<file path="src/verilog/memory_unit_defines.svh">
`ifndef MEMORY_UNIT_DEFINES_SVH
`define MEMORY_UNIT_DEFINES_SVH

// Bus widths
`define MU_ADDR_WIDTH 16
`define MU_DATA_WIDTH 32

// Scratch RAM size as address bits
`define MU_RAM_DEPTH_LOG2 8

// ------------------------------------------------
// Address map (word addresses)
// ------------------------------------------------
`define MU_RAM_BASE           16'h0000
`define MU_SPI_DATA_ADDR      16'h0100
`define MU_SPI_CS_ADDR        16'h0101
`define MU_GPIO_ADDR          16'h0102
`define MU_TIMER_VALUE_ADDR   16'h0103
`define MU_TIMER_TRIGGER_ADDR 16'h0104

// SPI clock divider, system clocks per half SPI bit
`define MU_SPI_CLKS_PER_HALF_BIT 2

`endif

</file>
<file path="src/verilog/memory_unit_pkg.sv">
`include "memory_unit_defines.svh"

package memory_unit_pkg;

    typedef logic [`MU_ADDR_WIDTH-1:0]     addr_t;
    typedef logic [`MU_DATA_WIDTH-1:0]     word_t;
    typedef logic [7:0]                    byte_t;
    typedef logic [3:0]                    nibble_t;
    typedef logic [`MU_RAM_DEPTH_LOG2-1:0] ram_addr_t;

    // Decoded destination of a bus access
    typedef enum logic [2:0] {
        T_RAM,
        T_SPI_DATA,
        T_SPI_CS,
        T_GPIO,
        T_TIMER_VALUE,
        T_TIMER_TRIGGER,
        T_NONE
    } target_e;

    typedef enum logic [1:0] {
        S_IDLE,
        S_ACCESS,
        S_WAIT_SPI,
        S_RELEASE
    } seq_state_e;

    // CPU request as held on the bus
    typedef struct packed {
        addr_t addr;
        word_t data;
        logic  we;
    } bus_req_t;

endpackage

</file>
<file path="src/verilog/io_registers.sv">
`timescale 1ns/100ps

module io_registers import memory_unit_pkg::*; (
    input  logic     clk,
    input  logic     reset,
    input  logic     i_access,
    input  target_e  i_target,
    input  bus_req_t i_req,
    input  nibble_t  i_gpi,
    output logic     o_spi_cs,
    output nibble_t  o_gpo,
    output logic     o_timer_set,
    output logic     o_timer_trigger,
    output word_t    o_read_word
);

    logic wr;

    assign wr = i_access && i_req.we;

    // Chip select idles high, GPO comes from data bits 7:4
    always_ff @(posedge clk)
    begin
        if (reset)
        begin
            o_spi_cs <= 1'b1;
            o_gpo    <= '0;
        end
        else if (wr)
        begin
            if (i_target == T_SPI_CS)
            begin
                o_spi_cs <= i_req.data[0];
            end
            if (i_target == T_GPIO)
            begin
                o_gpo <= i_req.data[7:4];
            end
        end
    end

    // Timer registers are write only
    assign o_timer_set     = wr && (i_target == T_TIMER_VALUE);
    assign o_timer_trigger = wr && (i_target == T_TIMER_TRIGGER);

    always_comb
    begin
        case (i_target)
            T_SPI_CS: o_read_word = word_t'(o_spi_cs);
            T_GPIO:   o_read_word = word_t'({o_gpo, i_gpi});
            default:  o_read_word = '0;
        endcase
    end

endmodule

</file>
<file path="config.mk">
export PLATFORM = sky130hd
export DESIGN_NAME = io_registers
export DESIGN_NICKNAME = d
export VERILOG_FILES = /design/src/verilog/memory_unit_pkg.sv /design/src/verilog/io_registers.sv
export VERILOG_INCLUDE_DIRS = /design/src /design/src/verilog
export SDC_FILE = /design/constraint.sdc
export NUM_CORES = 1
export LEC_CHECK = 0
export BUFFER_PORTS_ARGS = -buffer_cell sky130_fd_sc_hd__buf_2
export CORE_AREA = 2 2 46 48
export CTS_BUF_LIST = sky130_fd_sc_hd__clkbuf_8
export CTS_CLUSTER_DIAMETER = 150
export DETAILED_ROUTE_END_ITERATION = 12
export DIE_AREA = 0 0 48 50
export GPL_TIMING_DRIVEN = 0
export PLACE_DENSITY = 0.88
export SKIP_LAST_GASP = 1
export SLEW_MARGIN = 10
export SYNTH_ARGS = -nofsm -noshare
export SYNTH_HDL_FRONTEND = slang
export SYNTH_SLANG_ARGS = --single-unit
export TNS_END_PERCENT = 30
</file>
<file path="constraint.sdc">
create_clock -name clk -period 2.1 [get_ports clk]
set_input_delay 0.105 -clock clk [delete_from_list [all_inputs] [get_ports clk]]
set_output_delay 0.105 -clock clk [all_outputs]
set_load 0.05 [all_outputs]
</file>
==> impl_results.md <==
* Status: finished clean
* Number of global-route vias before repair at a little over 400
* Endpoints failing hold at 0
* CP Class: input pin to output pin
* Post-synth top area share at approximately a third
* Global-route wire length before repair at ~1700 µm
* Sum of negative setup slack at 0 ns
* Clock Tree Buf Depth at 2
* Async set or reset register ratio after synthesis at 0%
* RSZ-0062 raised after global routing: no
* Initial Util at between 20% and 30%
* Worst Setup End Kind: output pin
* Maximum capacitance violations at 0
* Switching pwr at ~180 µW
* Count of pins over their slew limit at 0
* CP Data Arrival Time at ~1.1 ns
* Power Dens Cells at 552 mW/mm²
* Data required, critical path at 2.00 ns
* Final non-filler cell total at roughly 150
* Ranking of synthesized cells by area: buf_4 (35%), dfxtp_1 (19%), mux2i_1 (12%)
* Final core occ at a little over two fifths
* Fin crit period at about 1.2 ns
* Seq/Total Area, Yosys at between 10% and 20%
* Clock Skews at 0 ns
* Fill cells at roughly 200
* Worst-path clk slew at roughly 0.030 ns
* Via/cell ratio at about 3.5
* Clk pwr share at 37.7%
* Top FF cell, synth: dfxtp_1
* Multi-input logic area at ~310 µm²
* Dpl hpwl at about 1100 µm
* FMAX at 0.839 GHz
* DRC at 0
* P&R area growth vs syn at 60.2%
* Internal at between 200 and 300 µW
* Setup Viol. Count Final at 0
* Reg2reg setup slack at 1.50 ns
* Register area at ~100 µm²
* # rows at 16
* YS warnings at 0
* Root Driver: clkbuf_8
* Clock sink count at 5
* Postcts setup bufs at 0
* Sw frac at 39.8%
* CTS H-tree depth at 1
* Antenna violations before repair at 0
* Combinational share of power at between 40% and 50%
* Post-cts repair resize count at 0
* Core area at 0.00190 mm²
* Netlist cell types at 15
* Hold slack final at around 0.15 ns
* Final layout net count at 180
* DRT Wirelength at 1190 µm
* Share of cells above drive strength 1 at between 40 and 50%
* Number of synthesized flops with an enable pin at 0
* Yosys top cell by area: buf_4
* Largest net degree at the start of global routing at 11
* Most instantiated cells after synthesis: buf_4 (24), nand2b_1 (8), and2_1 (7), mux2i_1 (6), dfxtp_1 (5)
* Clock latency on the worst-skew pair at 0.22 ns
* CTS buffer count at 3
* Die Ht at around 50 µm
* IO Count at about 100
* Hold WC Path Type: input pin to register
* Mapped Cells at 64
* CTS Hold Bufs at 0
* Post-DP Area at approximately 780 µm²
* ANT cells at 0
* Post-DR wirelength/cell at between 8 and 9 µm
* 1st-iter DRT viols at 2
* Design area at 826 µm²
* Die X at between 40 and 50 µm
* DR vias at 515
* Post-Syn Area per Cell at between 8 and 9 µm²
* P_leak at between 0.0004 and 0.0005 µW
* Mapped Area at slightly above 500 µm²
* CTS tree: built
* GRT overflow at 0
* RePlAce Congestion at around 0.73
* Crit-path max FO at 7
* Die Area at 0.00240 mm²
* Pre-antenna DRT Iters at 2
* Reg power frac at between 20% and 30%
* VDD IR-drop max at roughly 0.32 mV
* Seq cells post-synth at 5
* Period utilization at between 50% and 60%
* Total global-route track usage at roughly a tenth
* CP startpoint kind: input pin
* I/O Buffers at 29
* Placed cell count at approximately 140
* Post-route ant nets at 0
* Cell with the most instances after synthesis: buf_4
[final cells by class]
type / count / share of cell area (%)
multi-input combinational: 55 / 37.6
buffer: 25 / 22.3
timing repair buffer: 29 / 17.6
sequential: 5 / 12.1
clock buffer: 3 / 5.00
tap: 27 / 4.09
inverter: 2 / 0.909
clock inverter: 1 / 0.455
[metrics by stage]
step | power, µW | setup slack, ns
floorplan | 262 | 0.316
global placement | 283 | 0.904
detailed placement | 284 | 0.872
CTS | 460 | 0.873
global route | 480 | 0.788
finish | 456 | 0.909
[metal layers]
| layer | wire length (µm) | GRT usage, % |
|---|---|---|
| met3 | 243 | 6.96 |
| met5 | 0 | 0 |
| met1 | 481 | 9.69 |
| met4 | 23 | 6.76 |
| met2 | 444 | 14.7 |
[state kept, by name, indices dropped and copies added, names as in the netlist]
name,flops
o_gpo,4
o_spi_cs,1
[layout by cell type (no fill, tap or decap)]
cell type  instances
nand2_1            1
dfxtp_1            5
conb_1            24
inv_2              1
mux2i_1            6
nor4_1             2
buf_4             24
inv_1              2
clkbuf_8           3
clkbuf_1           1
and2_1             7
nand2b_4           1
nor2_1             4
nand2b_1           8
nor3_4             1
nor3_1             1
buf_2             29
[power groups by stage]
stage / clock network (µW) / logic [µW] / registers [µW]
finish: 172 / 186 / 97.7
global route: 184 / 198 / 97.9
CTS: 177 / 185 / 97.7
detailed placement: 0 / 185 / 99.1
global placement: 0 / 184 / 99.0
floorplan: 0 / 159 / 103
[critical path, cell delays in order]
cell	delay (ns)
buf_2	0.10
nand2b_4	0.15
nor2_1	0.28
and2_1	0.18
buf_2	0.26
[path summary, 6_finish.rpt]
path / end / start / depth (start not counted)
max reg2reg: o_gpo[3] / o_gpo[3] / 2
min reg2reg: o_gpo[2] / o_gpo[2] / 2
max: o_read_word[4] / i_target[2] / 5
min: o_gpo[2] / i_req[7] / 3
[kinds of logic after synthesis]
logic type	Yosys count	synth area share, %
buffers and inverters	27	37.1
AND/OR/NAND/NOR	25	31.1
multiplexers	6	11.7
flip-flops	5	19.4
other	1	0.727
Power figures use the tool's default switching activity.
