File: src/verilog/memory_unit_defines.svh
`ifndef MEMORY_UNIT_DEFINES_SVH
`define MEMORY_UNIT_DEFINES_SVH

// Bus widths
`define MU_ADDR_WIDTH 16
`define MU_DATA_WIDTH 32

// Scratch RAM size as address bits
`define MU_RAM_DEPTH_LOG2 8

// ------------------------------------------------
// Address map (word addresses)
// ------------------------------------------------
`define MU_RAM_BASE           16'h0000
`define MU_SPI_DATA_ADDR      16'h0100
`define MU_SPI_CS_ADDR        16'h0101
`define MU_GPIO_ADDR          16'h0102
`define MU_TIMER_VALUE_ADDR   16'h0103
`define MU_TIMER_TRIGGER_ADDR 16'h0104

// SPI clock divider, system clocks per half SPI bit
`define MU_SPI_CLKS_PER_HALF_BIT 2

`endif

File: src/verilog/memory_unit_pkg.sv
`include "memory_unit_defines.svh"

package memory_unit_pkg;

    typedef logic [`MU_ADDR_WIDTH-1:0]     addr_t;
    typedef logic [`MU_DATA_WIDTH-1:0]     word_t;
    typedef logic [7:0]                    byte_t;
    typedef logic [3:0]                    nibble_t;
    typedef logic [`MU_RAM_DEPTH_LOG2-1:0] ram_addr_t;

    // Decoded destination of a bus access
    typedef enum logic [2:0] {
        T_RAM,
        T_SPI_DATA,
        T_SPI_CS,
        T_GPIO,
        T_TIMER_VALUE,
        T_TIMER_TRIGGER,
        T_NONE
    } target_e;

    typedef enum logic [1:0] {
        S_IDLE,
        S_ACCESS,
        S_WAIT_SPI,
        S_RELEASE
    } seq_state_e;

    // CPU request as held on the bus
    typedef struct packed {
        addr_t addr;
        word_t data;
        logic  we;
    } bus_req_t;

endpackage

File: src/verilog/read_return.sv
`timescale 1ns/100ps

module read_return import memory_unit_pkg::*; (
    input  logic    clk,
    input  logic    reset,
    input  logic    i_complete,
    input  target_e i_target,
    input  word_t   i_ram_q,
    input  byte_t   i_spi_byte,
    input  word_t   i_io_word,
    output word_t   o_bus_q,
    output logic    o_bus_done
);

    word_t sel_word;

    // Unmapped and timer addresses read as zero
    always_comb
    begin
        case (i_target)
            T_RAM:             sel_word = i_ram_q;
            T_SPI_DATA:        sel_word = word_t'(i_spi_byte);
            T_SPI_CS, T_GPIO:  sel_word = i_io_word;
            default:           sel_word = '0;
        endcase
    end

    always_ff @(posedge clk)
    begin
        if (reset)
        begin
            o_bus_q    <= '0;
            o_bus_done <= 1'b0;
        end
        else
        begin
            o_bus_done <= i_complete;
            if (i_complete)
            begin
                o_bus_q <= sel_word;
            end
        end
    end

endmodule

File: config.mk
export PLATFORM = sky130hd
export DESIGN_NAME = read_return
export DESIGN_NICKNAME = d
export VERILOG_FILES = /design/src/verilog/memory_unit_pkg.sv /design/src/verilog/read_return.sv
export VERILOG_INCLUDE_DIRS = /design/src /design/src/verilog
export SDC_FILE = /design/constraint.sdc
export NUM_CORES = 1
export LEC_CHECK = 0
export BUFFER_PORTS_ARGS = -buffer_cell sky130_fd_sc_hd__buf_4
export CORE_ASPECT_RATIO = 1.5
export CORE_MARGIN = 1
export CORE_UTILIZATION = 41
export CTS_BUF_LIST = sky130_fd_sc_hd__clkbuf_4 sky130_fd_sc_hd__clkbuf_8 sky130_fd_sc_hd__clkbuf_16
export CTS_CLUSTER_SIZE = 24
export DETAILED_ROUTE_END_ITERATION = 6
export GPL_ROUTABILITY_DRIVEN = 1
export PLACE_DENSITY = 0.79
export SETUP_SLACK_MARGIN = 0.05
export SLEW_MARGIN = 0
export SYNTH_ARGS = -nofsm -noshare
export SYNTH_HDL_FRONTEND = slang
export SYNTH_SLANG_ARGS = --single-unit
File: constraint.sdc
create_clock -name clk -period 1.7 [get_ports clk]
set_clock_uncertainty 0.15 [all_clocks]
set_input_delay 0.17 -clock clk [delete_from_list [all_inputs] [get_ports clk]]
set_output_delay 0.17 -clock clk [all_outputs]
set_load 0.05 [all_outputs]
==> flow_summary.ini <==
[run_status]
status = finished, violations left
violations = negative hold slack

[place]
gp_congestion = 0.752
dpl.cell_count = 308
portBuffers = 110
pre_cts_slack_ns = 0.268
place_hpwl_mm = 3.40

[worst_setup_path]
max_stage_delay_ns = 0.55
arrival_ns = 1.19
endpoint_kind = flop
cpMaxStageDelayCell = dlygate4sd3_1
required_ns = 1.72
critPathBufInv = 2
path_cells = dlygate4sd3_1, buf_4, a221oi_2, nor2_1
startpoint_type = primary input
critical_path_class = in -> reg
crit_fanout = 1
critical-path-top-delay-family = buffers and inverters

[die]
fp.dieW_um = 53.3
dieArea_sq_um = 4200
ios = 111
core-area_sq_um = 3720
rows = 27
start_util = 0.435
die_h_um = 78.9

[final_layout]
drive_gt1_frac = 0.457
area_delta_synth_final_pct = 83.1
insertedDiodeCount = 0
layoutNonFillerInstCount = 358
layout.nets = 392
final_core_util = 0.797

[sta]
max_freq_mhz = 848
timing.final.ws_setup_ns = 0.521
slew_violations = 0
period_share = 0.693
whs_ns = -0.0267
min_period_ns = 1.18
worstMarginPinSlew_ns = 0.439
finalSetupTns_ns = 0
rsz0062_at_grt = false
relSlewSlack = 0.706
setup_viol = 0
hold_viol = 2

[route]
drt-initial-drc-count = 24
drc = 0
ant_nets = 0
via_per_inst = 5.04
dr.pass1.iters = 4
vias = 1804
wl_mm = 5.33
avgRoutedWirePerCell_um = 14.9

[clock_network]
cts_num_sinks = 33
root_buffer = clkbuf_8
cts_resized = 0
clock_latency_ns = 0.28
cts_tree = built
cts_setup_buffers = 0
cts_max_level = 2
clockBufferDepth = 2
cts_made_buffers = 5
path_clk_slew_ns = 0.06

[synth]
yosysSeqAreaShare = 0.409
syn_nets = 242
synth_edf_count = 0
synth_async_sr_flop_share = 0
ys_types = 17
synth_seq_cells = 33
syn_area_sq_um = 1620
synth.avg_cell_area_sq_um = 9.86
synthCells = 164
ys.flop_type = dfxtp_1
yosysWarnings = 0

[global_routing]
grt_usage = 0.275
grt_pass1_vias = 1865
grt_overflow = 0
grt_pass1_wl_mm = 8.31
grt_max_degree = 28
antenna_found_initial = 0

[power_and_ir_drop]
peakVddDrop_uv = 564
power_leakage_nw = 1.35
sequentialPowerShare = 0.418
power.total_w = 0.00196
pwr-share-clk = 0.310
intPower_w = 0.00142
combPwrFrac = 0.272
p_switching_w = 0.000543
power_density_nw_per_um2 = 663
p_sw_frac = 0.277

[min_path]
hold_class = in -> reg

[run]
maxCapViolCount = 0
final cells by class:
class | instances | area, sq um
clock buffers | 8 | 91.3
multi-input cells | 117 | 862
flip-flops and latches | 33 | 661
repair buffers | 156 | 1290
fillers | 263 | 756
inverters | 1 | 3.75
well taps | 43 | 53.8
sequential cells by signal, summed over array words and instances (netlist names):
register    cells
o_bus_q        32
o_bus_done      1
per-stage QoR:
| stage | hold slack [ns] | cell area (sq um) |
|---|---|---|
| after global routing | 0.00320 | 2960 |
| after global placement | 0.245 | 2450 |
| after detailed placement | 0.251 | 2450 |
| final | -0.0267 | 2960 |
| after floorplan | 0.151 | 1620 |
| after CTS | 0.000554 | 2960 |
timing repair:
| item | 4_1_cts | 5_1_grt |
|---|---|---|
| hold endpoints to repair | 23 | 1 |
| setup endpoints to repair | 0 | 1 |
| hold buffers | 42 | 1 |
synth_stat cells, types with 2 or more instances:
| cell type | instances | area [sq um] |
|---|---|---|
| dfxtp_1 | 33 | 661 |
| nor2_1 | 25 | 93.8 |
| nor2b_1 | 24 | 150 |
| a221oi_2 | 20 | 300 |
| o21ai_0 | 14 | 70.1 |
| and2b_1 | 9 | 67.6 |
| a211oi_1 | 8 | 60.1 |
| nand2_1 | 8 | 30.0 |
| buf_6 | 5 | 56.3 |
| clkbuf_1 | 5 | 18.8 |
| a221oi_1 | 4 | 35.0 |
| buf_2 | 3 | 15.0 |
| o21ai_1 | 2 | 10.0 |
kinds of logic (layout without fill, tap and decap cells):
| family | after synthesis | after routing | synth area share |
|---|---|---|---|
| AO/OA/AOI/OAI | 48 | 48 | 0.294 |
| buffers and inverters | 14 | 165 | 0.0580 |
| AND/OR/NAND/NOR | 69 | 69 | 0.239 |
| flip-flops | 33 | 33 | 0.409 |
placed cells by master, fill, tap and decap left out, drive strengths merged:
| cell type | instances |
|---|---|
| buf | 114 |
| clkbuf | 8 |
| nand2 | 8 |
| and3b | 1 |
| a221oi | 24 |
| and2b | 9 |
| nor2b | 24 |
| inv | 1 |
| dfxtp | 33 |
| a211oi | 8 |
| nor3b | 1 |
| dlygate4sd3 | 42 |
| o21ai | 16 |
| nor4b | 1 |
| nor2 | 25 |
worst register-to-register path: cells and delay by family (launching register included):
| kind | cells | cell delay [ns] |
|---|---|---|
| compound gates | 1 | 0.21 |
| flops | 1 | 0.32 |
| simple gates | 2 | 0.22 |
path summary, 6_finish.rpt:
check / slack, ns / cells after the start / to / start
min reg2reg: 0.30 / 2 / o_bus_q[7] / o_bus_q[7]
min: -0.03 / 3 / o_bus_q[17] / i_io_word[17]
max: 0.52 / 4 / o_bus_q[15] / i_ram_q[15]
max reg2reg: 0.69 / 3 / o_bus_q[15] / o_bus_q[15]
layer usage:
layer,wire [um],share of wire,track usage
met4,186,0.035,0.147
met2,2990,0.56,0.528
met5,0,0,0
met3,298,0.056,0.0690
met1,1850,0.35,0.243
power groups by stage:
stage | combinational [W] | clock [W] | sequential [W]
6_report | 0.000534 | 0.000608 | 0.000820
5_1_grt | 0.000568 | 0.000656 | 0.000822
4_1_cts | 0.000528 | 0.000623 | 0.000819
3_5_place_dp | 0.000450 | 0 | 0.000836
3_3_place_gp | 0.000446 | 0 | 0.000835
2_1_floorplan | 0.000127 | 0 | 0.000941
Note: power is estimated with default switching activity, not from simulation.
