<file path="src/verilog/memory_unit_defines.svh">
`ifndef MEMORY_UNIT_DEFINES_SVH
`define MEMORY_UNIT_DEFINES_SVH

// Bus widths
`define MU_ADDR_WIDTH 16
`define MU_DATA_WIDTH 32

// Scratch RAM size as address bits
`define MU_RAM_DEPTH_LOG2 8

// ------------------------------------------------
// Address map (word addresses)
// ------------------------------------------------
`define MU_RAM_BASE           16'h0000
`define MU_SPI_DATA_ADDR      16'h0100
`define MU_SPI_CS_ADDR        16'h0101
`define MU_GPIO_ADDR          16'h0102
`define MU_TIMER_VALUE_ADDR   16'h0103
`define MU_TIMER_TRIGGER_ADDR 16'h0104

// SPI clock divider, system clocks per half SPI bit
`define MU_SPI_CLKS_PER_HALF_BIT 2

`endif

</file>
<file path="src/verilog/memory_unit_pkg.sv">
`include "memory_unit_defines.svh"

package memory_unit_pkg;

    typedef logic [`MU_ADDR_WIDTH-1:0]     addr_t;
    typedef logic [`MU_DATA_WIDTH-1:0]     word_t;
    typedef logic [7:0]                    byte_t;
    typedef logic [3:0]                    nibble_t;
    typedef logic [`MU_RAM_DEPTH_LOG2-1:0] ram_addr_t;

    // Decoded destination of a bus access
    typedef enum logic [2:0] {
        T_RAM,
        T_SPI_DATA,
        T_SPI_CS,
        T_GPIO,
        T_TIMER_VALUE,
        T_TIMER_TRIGGER,
        T_NONE
    } target_e;

    typedef enum logic [1:0] {
        S_IDLE,
        S_ACCESS,
        S_WAIT_SPI,
        S_RELEASE
    } seq_state_e;

    // CPU request as held on the bus
    typedef struct packed {
        addr_t addr;
        word_t data;
        logic  we;
    } bus_req_t;

endpackage

</file>
<file path="src/verilog/spi_master.sv">
`timescale 1ns/100ps

module spi_master import memory_unit_pkg::*; #(
    parameter int CLKS_PER_HALF_BIT = 2
) (
    input  logic  clk,
    input  logic  reset,
    input  logic  i_start,
    input  byte_t i_byte,
    input  logic  i_miso,
    output logic  o_spi_clk,
    output logic  o_mosi,
    output logic  o_done,
    output byte_t o_byte
);

    localparam int CNT_W = $clog2(CLKS_PER_HALF_BIT + 1);

    logic             busy;
    logic [CNT_W-1:0] clk_cnt;
    logic [3:0]       half_cnt;
    byte_t            tx_shift;
    byte_t            rx_shift;

    // MSB first, bit leaves on the falling edge
    assign o_mosi = tx_shift[7];

    always_ff @(posedge clk)
    begin
        if (reset)
        begin
            busy      <= 1'b0;
            clk_cnt   <= '0;
            half_cnt  <= '0;
            o_spi_clk <= 1'b0;
            o_done    <= 1'b0;
        end
        else
        begin
            o_done <= 1'b0;
            if (!busy)
            begin
                if (i_start)
                begin
                    busy     <= 1'b1;
                    clk_cnt  <= '0;
                    half_cnt <= '0;
                    tx_shift <= i_byte;
                end
            end
            else if (clk_cnt == CNT_W'(CLKS_PER_HALF_BIT - 1))
            begin
                clk_cnt   <= '0;
                o_spi_clk <= ~o_spi_clk;
                half_cnt  <= half_cnt + 4'd1;
                if (!o_spi_clk)
                begin
                    // Rising SPI edge samples MISO
                    rx_shift <= {rx_shift[6:0], i_miso};
                end
                else
                begin
                    tx_shift <= {tx_shift[6:0], 1'b0};
                end
                // Sixteenth half bit ends the byte
                if (half_cnt == 4'd15)
                begin
                    busy   <= 1'b0;
                    o_done <= 1'b1;
                    o_byte <= rx_shift;
                end
            end
            else
            begin
                clk_cnt <= clk_cnt + CNT_W'(1);
            end
        end
    end

endmodule

</file>
<file path="config.mk">
export PLATFORM = sky130hd
export DESIGN_NAME = spi_master
export DESIGN_NICKNAME = d
export VERILOG_FILES = /design/src/verilog/memory_unit_pkg.sv /design/src/verilog/spi_master.sv
export VERILOG_INCLUDE_DIRS = /design/src /design/src/verilog
export SDC_FILE = /design/constraint.sdc
export NUM_CORES = 1
export LEC_CHECK = 0
export BUFFER_PORTS_ARGS = -buffer_cell sky130_fd_sc_hd__buf_4
export CORE_MARGIN = 2
export CORE_UTILIZATION = 40
export DETAILED_ROUTE_END_ITERATION = 8
export PLACE_DENSITY = 0.69
export SYNTH_ARGS = -nofsm -noshare
export SYNTH_HDL_FRONTEND = slang
export SYNTH_SLANG_ARGS = --single-unit
</file>
<file path="constraint.sdc">
create_clock -name clk -period 2 [get_ports clk]
set_input_delay 0.4 -clock clk [delete_from_list [all_inputs] [get_ports clk]]
set_output_delay 0.4 -clock clk [all_outputs]
set_load 0.01 [all_outputs]
</file>
==> results.py <==
metrics = {
    "status": {
        "outcome": "completed",
    },
    "timing": {
        "drv_slew": 0,
        "finalClockSkew_ns": 0.00485,
        "fin_setup_tns_ns": 0,
        "max_freq_ghz": 0.698,
        "finalSetupViolCount": 0,
        "rsz0062_at_grt": "false",
        "finalCritPeriodShare": 0.717,
        "finalCriticalPeriod_ns": 1.43,
        "tightest_slew_ns": 0.275,
        "layout_setup_ws_ns": 0.567,
        "fin_hold_ws_ns": 0.250,
        "slew_headroom": 0.815,
        "finalHoldViolations": 0,
    },
    "synthesis": {
        "netlist_area_mm2": 0.00121,
        "seq_area_frac_synth": 0.742,
        "yosysWarnings": 0,
        "synth_area_per_cell_um2": 15.6,
        "syn_nets": 91,
        "yosysUniqueCellTypes": 25,
        "ys_ff_latch": 33,
        "synthCells": 78,
    },
    "cells_and_area": {
        "drive_above_1_share": 0.394,
        "syn2layout_area_growth_pct": 22.5,
        "final_core_util": 0.525,
        "antenna_cells": 0,
        "nets": 121,
        "num-fill-cells": 235,
    },
    "power": {
        "p_per_area_mw_per_mm2": 787,
        "vdd_drop_max_v": 0.000383,
        "p_leak_nw": 0.538,
        "power_mw": 1.17,
    },
    "floorplan": {
        "io_pins": 23,
        "initial_core_util": 0.429,
        "chipHeight_um": 59.1,
        "fp.dieW_um": 59.1,
        "core-area_mm2": 0.00283,
        "die_area_mm2": 0.00349,
        "num_rows": 19,
    },
    "cts": {
        "hold_buffers": 0,
        "cts_tree": "built",
        "cts_num_sinks": 33,
        "cts_buffers": 5,
        "cts.path.max_buffers": 2,
        "clk_latency_ns": 0.32,
        "htreeDepth": 2,
        "clk_pin_slew_worst_paths_ns": 0.10,
        "root_buffer": "clkbuf_4",
        "cts-resized-gates": 0,
        "postCtsSetupBuffers": 0,
    },
    "drt": {
        "via_count": 693,
        "via_per_inst": 4.95,
        "drt_iter0_drc": 21,
        "wl_um": 1770,
        "drt-pass1-iter-count": 4,
        "wl_per_cell_um": 12.6,
        "drc": 0,
        "ant_nets": 0,
    },
    "critical_path": {
        "crit_path_start_kind": "flip-flop",
        "slowest_stage": "dfxtp_1",
        "slowest_delay_ns": 0.41,
        "required_ns": 2.04,
        "cp.arrival_ns": 1.48,
        "cp_cell_sequence": "and3b_1 > nand2_1 > a21oi_1 > buf_4",
        "endpoint_kind": "flip-flop",
        "worstSetupPathType": "reg2reg",
        "worstPathMaxFanout": 8,
    },
    "job": {
        "maxCapViolCount": 0,
    },
    "place": {
        "gp_congestion": 0.787,
        "io_buffers": 22,
        "hpwl_um": 1280,
        "post-place-ws_ns": 0.582,
    },
    "grt": {
        "grt_overflow_total": 0,
        "grt_usage": 0.122,
        "antenna_found_initial": 0,
        "grt_pass1_wl_um": 2950,
        "grt_max_degree": 13,
        "grt_pass1_vias": 677,
    },
    "hold_path": {
        "hold_class": "in2reg",
    },
}
==> critical path, delay by kind of cell, from the launching register on <==
family	cells	cell delay (ns)
flops	1	0.41
compound gates	1	0.15
buf+inv	1	0.18
simple gates	2	0.41
==> cell families after synthesis <==
| family | after synthesis | synth area share |
|---|---|---|
| flip-flops | 33 | 0.742 |
| AND/OR/NAND/NOR | 24 | 0.108 |
| buffers and inverters | 4 | 0.0165 |
| AO/OA/AOI/OAI | 7 | 0.0423 |
| adder cells (fa/ha/maj) | 1 | 0.0103 |
| multiplexers | 8 | 0.0732 |
| XOR/XNOR | 1 | 0.00722 |
==> layout by cell type (no fill, tap or decap) <==
master      count
a21oi_1         4
a311oi_2        1
a41oi_1         1
and3b_1         1
and4b_1         1
buf_4          26
clkbuf_4        5
clkinv_2        2
clkinvlp_4      1
dfxtp_1         9
edfxtp_1       24
ha_1            1
inv_1           1
mux2_2          7
mux2i_1         1
nand2_1         6
nand2b_1        2
nand3_1         3
nand3b_2        1
nor2_1          3
nor2b_1         1
nor3_1          3
nor4_1          2
o211ai_1        1
or3_1           1
xnor2_1         1
==> synthesized netlist by cell type <==
library cell,count,share of area
a21oi_1,4,0.016
a311oi_2,1,0.012
a41oi_1,1,0.0072
and3b_1,1,0.0072
and4b_1,1,0.0082
buf_2,1,0.0041
buf_4,1,0.0062
clkbuf_1,1,0.0031
dfxtp_1,9,0.15
edfxtp_1,24,0.59
ha_1,1,0.010
inv_1,1,0.0031
mux2_2,7,0.065
mux2i_1,1,0.0082
nand2_1,6,0.019
nand2b_1,2,0.010
nand3_1,3,0.012
nand3b_2,1,0.0093
nor2_1,3,0.0093
nor2b_1,1,0.0052
nor3_1,3,0.012
nor4_1,2,0.010
o211ai_1,1,0.0062
or3_1,1,0.0052
xnor2_1,1,0.0072
==> metal layers <==
| layer | wire length (um) | global-route usage | share of wire |
|---|---|---|---|
| met1 | 800 | 0.145 | 0.45 |
| met3 | 102 | 0.0415 | 0.058 |
| met5 | 0 | 0 | 0 |
| met2 | 822 | 0.179 | 0.47 |
| met4 | 40 | 0.0974 | 0.023 |
==> state kept, by name (all words and copies together) (netlist names) <==
| signal | count |
|---|---|
| busy | 1 |
| o_spi_clk | 1 |
| rx_shift | 8 |
| o_byte | 8 |
| o_done | 1 |
| tx_shift | 8 |
| half_cnt | 4 |
| clk_cnt | 2 |
==> final cells by class <==
class	instances	area [um2]	share of cell area
Multi-Input combinational cell	41	293	0.197
Sequential cell	33	901	0.606
Clock buffer	5	37.5	0.0253
Inverter	1	3.75	0.00253
Clock inverter	3	17.5	0.0118
Tap cell	31	38.8	0.0261
Timing Repair Buffer	26	195	0.131
==> report_power, final <==
part	switching (mW)	leakage [nW]	internal, mW	total (mW)
clock	0.218	0.0310	0.132	0.351
combinational	0.0291	0.216	0.0377	0.0668
sequential	0.00742	0.291	0.744	0.752
==> worst paths after layout <==
| path | startpoint | to | slack (ns) | cells past startpoint |
|---|---|---|---|---|
| setup / recovery | clk_cnt[0] | tx_shift[6] | 0.57 | 4 |
| hold / removal | i_miso | rx_shift[0] | 0.25 | 1 |
| setup reg to reg | clk_cnt[0] | tx_shift[6] | 0.57 | 4 |
| hold reg to reg | rx_shift[7] | o_byte[7] | 0.44 | 0 |
==> through the flow <==
step,area (um2),cells
floorplan,1210,78
global placement,1430,132
detailed placement,1430,132
CTS,1490,140
global route,1490,140
finish,1490,140
Power figures use the tool's default switching activity.
