`config.mk`:
```
export PLATFORM = sky130hd
export DESIGN_NAME = bus_sequencer
export DESIGN_NICKNAME = d
export VERILOG_FILES = /design/src/verilog/memory_unit_pkg.sv /design/src/verilog/bus_sequencer.sv
export VERILOG_INCLUDE_DIRS = /design/src /design/src/verilog
export SDC_FILE = /design/constraint.sdc
export NUM_CORES = 1
export LEC_CHECK = 0
export BUFFER_PORTS_ARGS = -buffer_cell sky130_fd_sc_hd__buf_2
export CAP_MARGIN = 20
export CORE_MARGIN = 2
export CORE_UTILIZATION = 30
export CTS_CLUSTER_SIZE = 28
export DETAILED_ROUTE_END_ITERATION = 12
export MAX_ROUTING_LAYER = met4
export SLEW_MARGIN = 20
export SYNTH_ARGS = -nofsm -noshare
export SYNTH_HDL_FRONTEND = slang
export SYNTH_SLANG_ARGS = --single-unit
```
`constraint.sdc`:
```
create_clock -name clk -period 5.45 [get_ports clk]
set_input_delay 0.8175 -clock clk [delete_from_list [all_inputs] [get_ports clk]]
set_output_delay 0.8175 -clock clk [all_outputs]
set_load 0.1 [all_outputs]
```
`src/verilog/memory_unit_defines.svh`:
```
`ifndef MEMORY_UNIT_DEFINES_SVH
`define MEMORY_UNIT_DEFINES_SVH

// Bus widths
`define MU_ADDR_WIDTH 16
`define MU_DATA_WIDTH 32

// Scratch RAM size as address bits
`define MU_RAM_DEPTH_LOG2 8

// ------------------------------------------------
// Address map (word addresses)
// ------------------------------------------------
`define MU_RAM_BASE           16'h0000
`define MU_SPI_DATA_ADDR      16'h0100
`define MU_SPI_CS_ADDR        16'h0101
`define MU_GPIO_ADDR          16'h0102
`define MU_TIMER_VALUE_ADDR   16'h0103
`define MU_TIMER_TRIGGER_ADDR 16'h0104

// SPI clock divider, system clocks per half SPI bit
`define MU_SPI_CLKS_PER_HALF_BIT 2

`endif

```
`src/verilog/memory_unit_pkg.sv`:
```
`include "memory_unit_defines.svh"

package memory_unit_pkg;

    typedef logic [`MU_ADDR_WIDTH-1:0]     addr_t;
    typedef logic [`MU_DATA_WIDTH-1:0]     word_t;
    typedef logic [7:0]                    byte_t;
    typedef logic [3:0]                    nibble_t;
    typedef logic [`MU_RAM_DEPTH_LOG2-1:0] ram_addr_t;

    // Decoded destination of a bus access
    typedef enum logic [2:0] {
        T_RAM,
        T_SPI_DATA,
        T_SPI_CS,
        T_GPIO,
        T_TIMER_VALUE,
        T_TIMER_TRIGGER,
        T_NONE
    } target_e;

    typedef enum logic [1:0] {
        S_IDLE,
        S_ACCESS,
        S_WAIT_SPI,
        S_RELEASE
    } seq_state_e;

    // CPU request as held on the bus
    typedef struct packed {
        addr_t addr;
        word_t data;
        logic  we;
    } bus_req_t;

endpackage

```
`src/verilog/bus_sequencer.sv`:
```
`timescale 1ns/100ps
`include "memory_unit_defines.svh"

module bus_sequencer import memory_unit_pkg::*; (
    input  logic     clk,
    input  logic     reset,
    input  logic     i_bus_start,
    input  bus_req_t i_bus_req,
    input  logic     i_spi_done,
    output bus_req_t o_req,
    output target_e  o_target,
    output logic     o_access,
    output logic     o_complete
);

    seq_state_e state;

    // Address map lookup, the only range check in the unit
    function automatic target_e decode(input addr_t addr);
        addr_t ram_offset;
        ram_offset = addr - `MU_RAM_BASE;
        if (ram_offset < addr_t'(1 << `MU_RAM_DEPTH_LOG2))
        begin
            return T_RAM;
        end
        case (addr)
            `MU_SPI_DATA_ADDR:      return T_SPI_DATA;
            `MU_SPI_CS_ADDR:        return T_SPI_CS;
            `MU_GPIO_ADDR:          return T_GPIO;
            `MU_TIMER_VALUE_ADDR:   return T_TIMER_VALUE;
            `MU_TIMER_TRIGGER_ADDR: return T_TIMER_TRIGGER;
            default:                return T_NONE;
        endcase
    endfunction

    // Request payload, captured when accepted
    always_ff @(posedge clk)
    begin
        if (state == S_IDLE && i_bus_start)
        begin
            o_req <= i_bus_req;
        end
    end

    always_ff @(posedge clk)
    begin
        if (reset)
        begin
            state      <= S_IDLE;
            o_target   <= T_NONE;
            o_complete <= 1'b0;
        end
        else
        begin
            o_complete <= 1'b0;
            case (state)
                S_IDLE:
                begin
                    if (i_bus_start)
                    begin
                        o_target <= decode(i_bus_req.addr);
                        state    <= S_ACCESS;
                    end
                end
                S_ACCESS:
                begin
                    // Only an SPI data write starts a transfer
                    if (o_target == T_SPI_DATA && o_req.we)
                    begin
                        state <= S_WAIT_SPI;
                    end
                    else
                    begin
                        o_complete <= 1'b1;
                        state      <= S_RELEASE;
                    end
                end
                S_WAIT_SPI:
                begin
                    if (i_spi_done)
                    begin
                        o_complete <= 1'b1;
                        state      <= S_RELEASE;
                    end
                end
                default:
                begin
                    // Hold off until the CPU drops start
                    if (!i_bus_start)
                    begin
                        state <= S_IDLE;
                    end
                end
            endcase
        end
    end

    assign o_access = (state == S_ACCESS);

endmodule

```
==> results.sh, run 1 <==
export IMPL_reg2reg_depth=5
export IMPL_die_area_sq_um=7080
export IMPL_hold_class="flop to flop"
export IMPL_synth_edf_count=49
export IMPL_layout_commonest_cell="buf_2"
export IMPL_period_share_pct=41.4
export IMPL_worst_slew_pin_slew_ns=0.654
export IMPL_synthFlopType="edfxtp_1"
export IMPL_finalCriticalPeriod_ns=2.25
export IMPL_tritoncts="built"
export IMPL_post_dp_cell_area_sq_um=2550
export IMPL_rows=29
export IMPL_total_power_mw=1.69
export IMPL_tns_ns=0
export IMPL_finalHoldViolCount=0
export IMPL_synth_seq_cells=55
export IMPL_clk_pin_slew_ns=0.10
export IMPL_ys_types=31
export IMPL_synth_area_leaders="edfxtp_1 (76%), dfxtp_1 (6.2%), ha_1 (2.6%)"
export IMPL_wl_um=3870
export IMPL_cp_max_fo=5
export IMPL_design_area_sq_um=2670
export IMPL_diodes=0
export IMPL_numCtsBuffers=5
export IMPL_slew_viol_final=0
export IMPL_h_tree_depth=2
export IMPL_finalSetupViolations=0
export IMPL_end_kind="output pin"
export IMPL_grt_total_usage_pct=11.3
export IMPL_ir_drop_mv=0.453
export IMPL_wl_met2_um=1860
export IMPL_clockRootBuffer="clkbuf_8"
export IMPL_fin_ws_ns=3.20
export IMPL_whs_ns=0.494
export IMPL_cp_required_ns=4.63
export IMPL_die_x_um=84.1
export IMPL_grt_max_degree=53
export IMPL_ios=107
export IMPL_m1WireLength_um=1570
export IMPL_core_area_sq_um=6280
export IMPL_rsz0062_at_grt="false"
export IMPL_grt_overflow_total=0
export IMPL_slew_limit_headroom_pct=56.4
export IMPL_crit_path_start_kind="flop"
export IMPL_drc=0
export IMPL_crit_type="flop to output pin"
export IMPL_ys_warn_count=0
export IMPL_start_util_pct=30.7
export IMPL_max_freq_mhz=444
export IMPL_maxCapViolations=0
export IMPL_wl_met3_um=409
export IMPL_hpwl_um=2950
export IMPL_dp_slack_ns=3.02
export IMPL_via_per_inst=4.47
export IMPL_cts_hold_buffers_added=0
export IMPL_wl_per_cell_um=13.4
export IMPL_post_cts_buffers=0
export IMPL_syn_instance_count=98
export IMPL_status="completed"
export IMPL_grt_first_pass_wirelength_um=6040
export IMPL_num_vias=1293
export IMPL_clock_latency_ns=0.30
export IMPL_portBuffers=106
export IMPL_clockBufferDepth=2
export IMPL_die_y_um=84.1
export IMPL_hold_path_depth=2
export IMPL_synth_top_area_share_pct=76.4
export IMPL_skew_ns=0.00804
export IMPL_ys_seq_area_share_pct=82.7
export IMPL_first_pass_iters=4
export IMPL_highest_layer="met4"
export IMPL_ctsResizeCount=0
export IMPL_antenna_found_initial=0
export IMPL_grt_pass1_vias=1277
export IMPL_cts_sinks=55
export IMPL_area_growth_pct=38.7
export IMPL_final_nets=268
export IMPL_p_per_area_nw_per_um2=632
export IMPL_cp_arrival_ns=1.44
export IMPL_syn_nets=155
export IMPL_layout_common_cells="buf_2 (106), edfxtp_1 (49), dfxtp_1 (6)"
export IMPL_drt_iter0_drc=37
export IMPL_leakage_nw=1.11
export IMPL_ant_nets=0
export IMPL_synthArstFlopShare_pct=0
export IMPL_syn_area_sq_um=1930
export IMPL_drive_above_1_share_pct=56.1
export IMPL_syn_area_per_cell_sq_um=19.6
export IMPL_gp_congestion=0.758
export IMPL_synth_area_leader_cell="edfxtp_1"
==> cell families after synthesis <==
kind of cell | share of synthesized area, %
AO/OA/AOI/OAI | 6.24
buffers and inverters | 0.585
AND/OR/NAND/NOR | 7.93
adder cells (fa/ha/maj) | 2.60
flip-flops | 82.7
==> area by class of cell <==
class,count,area (sq um)
Multi-Input combinational cell,40,325
Clock buffer,5,68.8
Sequential cell,55,1590
Timing Repair Buffer,106,531
Clock inverter,3,47.5
Inverter,3,11.3
Tap cell,77,96.3
Fill cell,578,3610
==> worst paths after layout <==
check / from / to / slack (ns)
hold reg to reg: o_target[2] / o_target[2] / 0.49
setup reg to reg: state[0] / o_target[2] / 3.65
hold / removal: o_target[2] / o_target[2] / 0.49
setup / recovery: state[1] / o_access / 3.20
==> report_power, final <==
| group | switching (mW) | leakage (nW) | internal (mW) | total (mW) |
|---|---|---|---|---|
| logic | 0.715 | 0.537 | 0.102 | 0.817 |
| clock network | 0.133 | 0.0587 | 0.139 | 0.273 |
| registers | 0.0227 | 0.515 | 0.575 | 0.598 |
| total | 0.871 | 1.11 | 0.817 | 1.69 |
==> per-layer routing <==
| layer | up-vias | GRT usage (%) |
|---|---|---|
| li1 | 615 | - |
| met1 | 605 | 14.0 |
| met2 | 69 | 17.0 |
| met3 | 4 | 4.35 |
| met4 | 0 | 3.52 |
| met5 | - | - |
==> synthesized netlist by cell type (2+ instances only) <==
library cell   n
edfxtp_1      49
dfxtp_1        6
ha_1           4
inv_1          3
nand2b_1       3
a211oi_1       2
a22oi_1        2
nand4_1        2
nor2_1         2
nor2b_1        2
nor4_1         2
o31ai_1        2
==> state kept, by name (all words and copies together), names as in the netlist <==
name,count
o_complete,1
o_req,49
o_target,3
state,2
==> worst max-delay path, stage by stage, from the launching register on <==
cell and delay [ns]:
dfxtp_1 0.36, inv_1 0.09, ha_1 0.23, buf_2 0.46
==> through the flow <==
step	cells	util, %
finish	289	42.6
global route	289	42.6
CTS	289	42.5
detailed placement	281	40.7
global placement	281	40.7
floorplan	98	-
Note: power is estimated with default switching activity, not from simulation.
==> run 2, diff against run 1 <==
- ABC_AREA: unset -> 1
- clock period: 5.45 -> 1.9 ns (I/O delays scaled with it)
==> run 2 against run 1 <==
  * Hold slack worse by 0.34 ns
  * Combinational power grew to 3.1 times the previous value
  * Non-clock buffer count increased by 3
  * First-iteration DRC count increased by 11%
  * Sequential share of layout area shrank 1.7 points
  * Via count up 6.0%
  * Critical path depth stayed put
  * Critical endpoint unchanged
  * Largest power group unchanged
  * Highest routed layer unchanged
==> results.sh, run 2 <==
export IMPL_layout_commonest_cell="buf_2"
export IMPL_fin_util_pct=43.3
export IMPL_die_area_sq_um=7190
export IMPL_grt_first_pass_wirelength_um=6510
export IMPL_drc=0
export IMPL_cp_slowest_cell="buf_2"
export IMPL_top_register="o_req"
export IMPL_cts_hold_buffers_added=0
export IMPL_crit_path_start_kind="flop"
export IMPL_ir_drop_mv=0.962
export IMPL_hold_path_depth=1
export IMPL_p_sw_mw=2.64
export IMPL_final_nets=303
export IMPL_grt_overflow_total=0
export IMPL_grt_total_usage_pct=11.9
export IMPL_ys_warn_count=0
export IMPL_rsz0062_at_grt="false"
export IMPL_gp_congestion=0.807
export IMPL_grt_max_degree=22
export IMPL_cp_arrival_ns=1.38
export IMPL_reg2reg_depth=5
export IMPL_wl_um=4200
export IMPL_synthArstFlopShare_pct=0
export IMPL_via_per_inst=4.23
export IMPL_crit_type="flop to output pin"
export IMPL_status="completed"
export IMPL_synth_simple_area_share_pct=11.8
export IMPL_maxCapViolations=0
export IMPL_whs_ns=0.152
export IMPL_dp_cells=316
export IMPL_slew_viol_final=0
export IMPL_cts_sinks=55
export IMPL_leakage_nw=1.20
export IMPL_numCtsBuffers=5
export IMPL_ctsResizeCount=0
export IMPL_ys_seq_area_share_pct=81.2
export IMPL_post_dp_cell_area_sq_um=2630
export IMPL_drt_iter0_drc=41
export IMPL_hold_class="input port to flop"
export IMPL_grt_pass1_vias=1380
export IMPL_pwr_share_clk_pct=15.4
export IMPL_cp_required_ns=1.62
export IMPL_p_int_mw=2.38
export IMPL_antenna_found_initial=0
export IMPL_diodes=0
export IMPL_crit_chain="inv_1 -> ha_1 -> buf_2"
export IMPL_area_growth_pct=40.3
export IMPL_slew_limit_headroom_pct=66.5
export IMPL_post_cts_buffers=0
export IMPL_portBuffers=106
export IMPL_first_pass_iters=4
export IMPL_synthXorXnorAreaFrac_pct=0
export IMPL_synth_area_leaders="edfxtp_1 (75%), dfxtp_1 (6.1%), nand2_1 (3.8%)"
export IMPL_synth_top_family_by_area="simple AND/OR/NAND/NOR gates"
export IMPL_finalHoldViolCount=0
export IMPL_ys_types=19
export IMPL_end_kind="output pin"
export IMPL_r2r_end="o_req[12]"
export IMPL_clockRootBuffer="clkbuf_8"
export IMPL_cp_max_fo=3
export IMPL_regArea_sq_um=1590
export IMPL_reg_top3="o_req x49, o_target x3, state x2"
export IMPL_core_area_sq_um=6350
export IMPL_h_tree_depth=2
export IMPL_worst_hold_path_endpoint="o_req[21]"
export IMPL_multi_input_area_sq_um=319
export IMPL_largest_register_ffs=49
export IMPL_syn_instance_count=130
export IMPL_r2r_setup_slack_ns=0.43
export IMPL_swShare_pct=52.6
export IMPL_finalNonFillerCells=324
export IMPL_syn_nets=187
export IMPL_synth_seq_cells=55
export IMPL_tritoncts="built"
export IMPL_pwr_share_comb_pct=50.2
export IMPL_drive_above_1_share_pct=50.6
export IMPL_synth_edf_count=49
export IMPL_worst_slew_pin_slew_ns=0.507
export IMPL_critPathTopFamily="buffers and inverters"
export IMPL_syn_area_per_cell_sq_um=15.1
export IMPL_synth_area_leader_cell="edfxtp_1"
export IMPL_period_share_pct=87.6
export IMPL_ios=107
export IMPL_synthMuxAreaShare_pct=0
export IMPL_wl_per_cell_um=13.0
export IMPL_p_per_area_nw_per_um2=1830
export IMPL_synth_compound_area_share_pct=1.92
export IMPL_r2r_start="state[1]"
export IMPL_skew_ns=0.00616
export IMPL_synthFlopType="edfxtp_1"
export IMPL_clock_latency_ns=0.30
export IMPL_max_stage_delay_ns=0.44
export IMPL_hpwl_um=3360
export IMPL_fill_cells=589
export IMPL_crit_buf_inv=2
export IMPL_num_vias=1370
export IMPL_seqPwrFrac_pct=34.4
export IMPL_synth_adder_area_share_pct=2.55
export IMPL_synth_top_area_share_pct=75.1
export IMPL_syn_area_sq_um=1960
export IMPL_design_area_sq_um=2750
export IMPL_start_util_pct=30.9
export IMPL_clk_pin_slew_ns=0.10
export IMPL_hp_start="i_bus_req[21]"
export IMPL_synth_commonest_cells="edfxtp_1 (49), nand2_1 (20), nor2_1 (17)"
export IMPL_layout_common_cells="buf_2 (106), edfxtp_1 (49), nand2_1 (20)"
export IMPL_finalCriticalPeriod_ns=1.66
export IMPL_max_freq_mhz=601
export IMPL_synth_most_common_cell="edfxtp_1"
export IMPL_die_y_um=84.8
export IMPL_clockBufferDepth=2
export IMPL_die_x_um=84.8
export IMPL_ant_nets=0
export IMPL_tns_ns=0
export IMPL_worst_path_stages=3
export IMPL_rows=29
export IMPL_finalSetupViolations=0
run 2: cell types whose count changed after synthesis, sizes merged, moves of 3 or more:
| cell | before | now |
|---|---|---|
| nand2 | 1 | 23 |
| inv | 3 | 12 |
| nand3 | 1 | 5 |
| nand2b | 3 | 0 |
| nor2 | 2 | 19 |
| a21oi | 1 | 4 |
run 2: layout make-up:
cell class	instances	area share [%]
inverter	13	1.78
tap	77	3.50
sequential	55	57.9
multi-input combinational	62	11.6
clock inverter	3	1.68
timing repair buffer	109	21.0
clock buffer	5	2.50
run 2: worst max-delay path by stage:
| stage | from | to | slack [ns] |
|---|---|---|---|
| final | state[1] | o_access | 0.24 |
| after floorplan | state[1] | state[0] | 0.13 |
| after CTS | state[1] | o_access | 0.22 |
| after global routing | state[1] | o_access | 0.16 |
| after global placement | state[0] | o_req[24] | 0.45 |
| after detailed placement | state[1] | o_req[24] | 0.43 |
run 2: through the flow:
stage / total power, mW / setup WS (ns)
2_1_floorplan: 3.87 / 0.127
3_3_place_gp: 4.28 / 0.453
3_5_place_dp: 4.29 / 0.429
4_1_cts: 5.08 / 0.221
5_1_grt: 5.22 / 0.160
6_report: 5.02 / 0.235
run 2: power groups by stage:
stage                     registers, mW  clock network, mW  logic (mW)
after floorplan                    3.53                  0       0.337
after global placement             1.75                  0        2.53
after detailed placement           1.76                  0        2.54
after CTS                          1.73              0.810        2.54
after global routing               1.75              0.856        2.62
final                              1.73              0.775        2.52
run 2: cells by family (layout without fill, tap and decap cells):
kind of cell             Yosys count  in the layout
adder cells (fa/ha/maj)            4              4
flip-flops                        55             55
buffers and inverters             13            130
AO/OA/AOI/OAI                      7              7
AND/OR/NAND/NOR                   51             51
run 2: per-layer routing:
layer | global-route usage (%) | up-vias | share of wire, %
li1 | - | 677 | -
met1 | 14.5 | 605 | 43
met2 | 19.5 | 81 | 45
met3 | 3.89 | 7 | 11
met4 | 2.45 | 0 | 1.3
met5 | - | - | 0
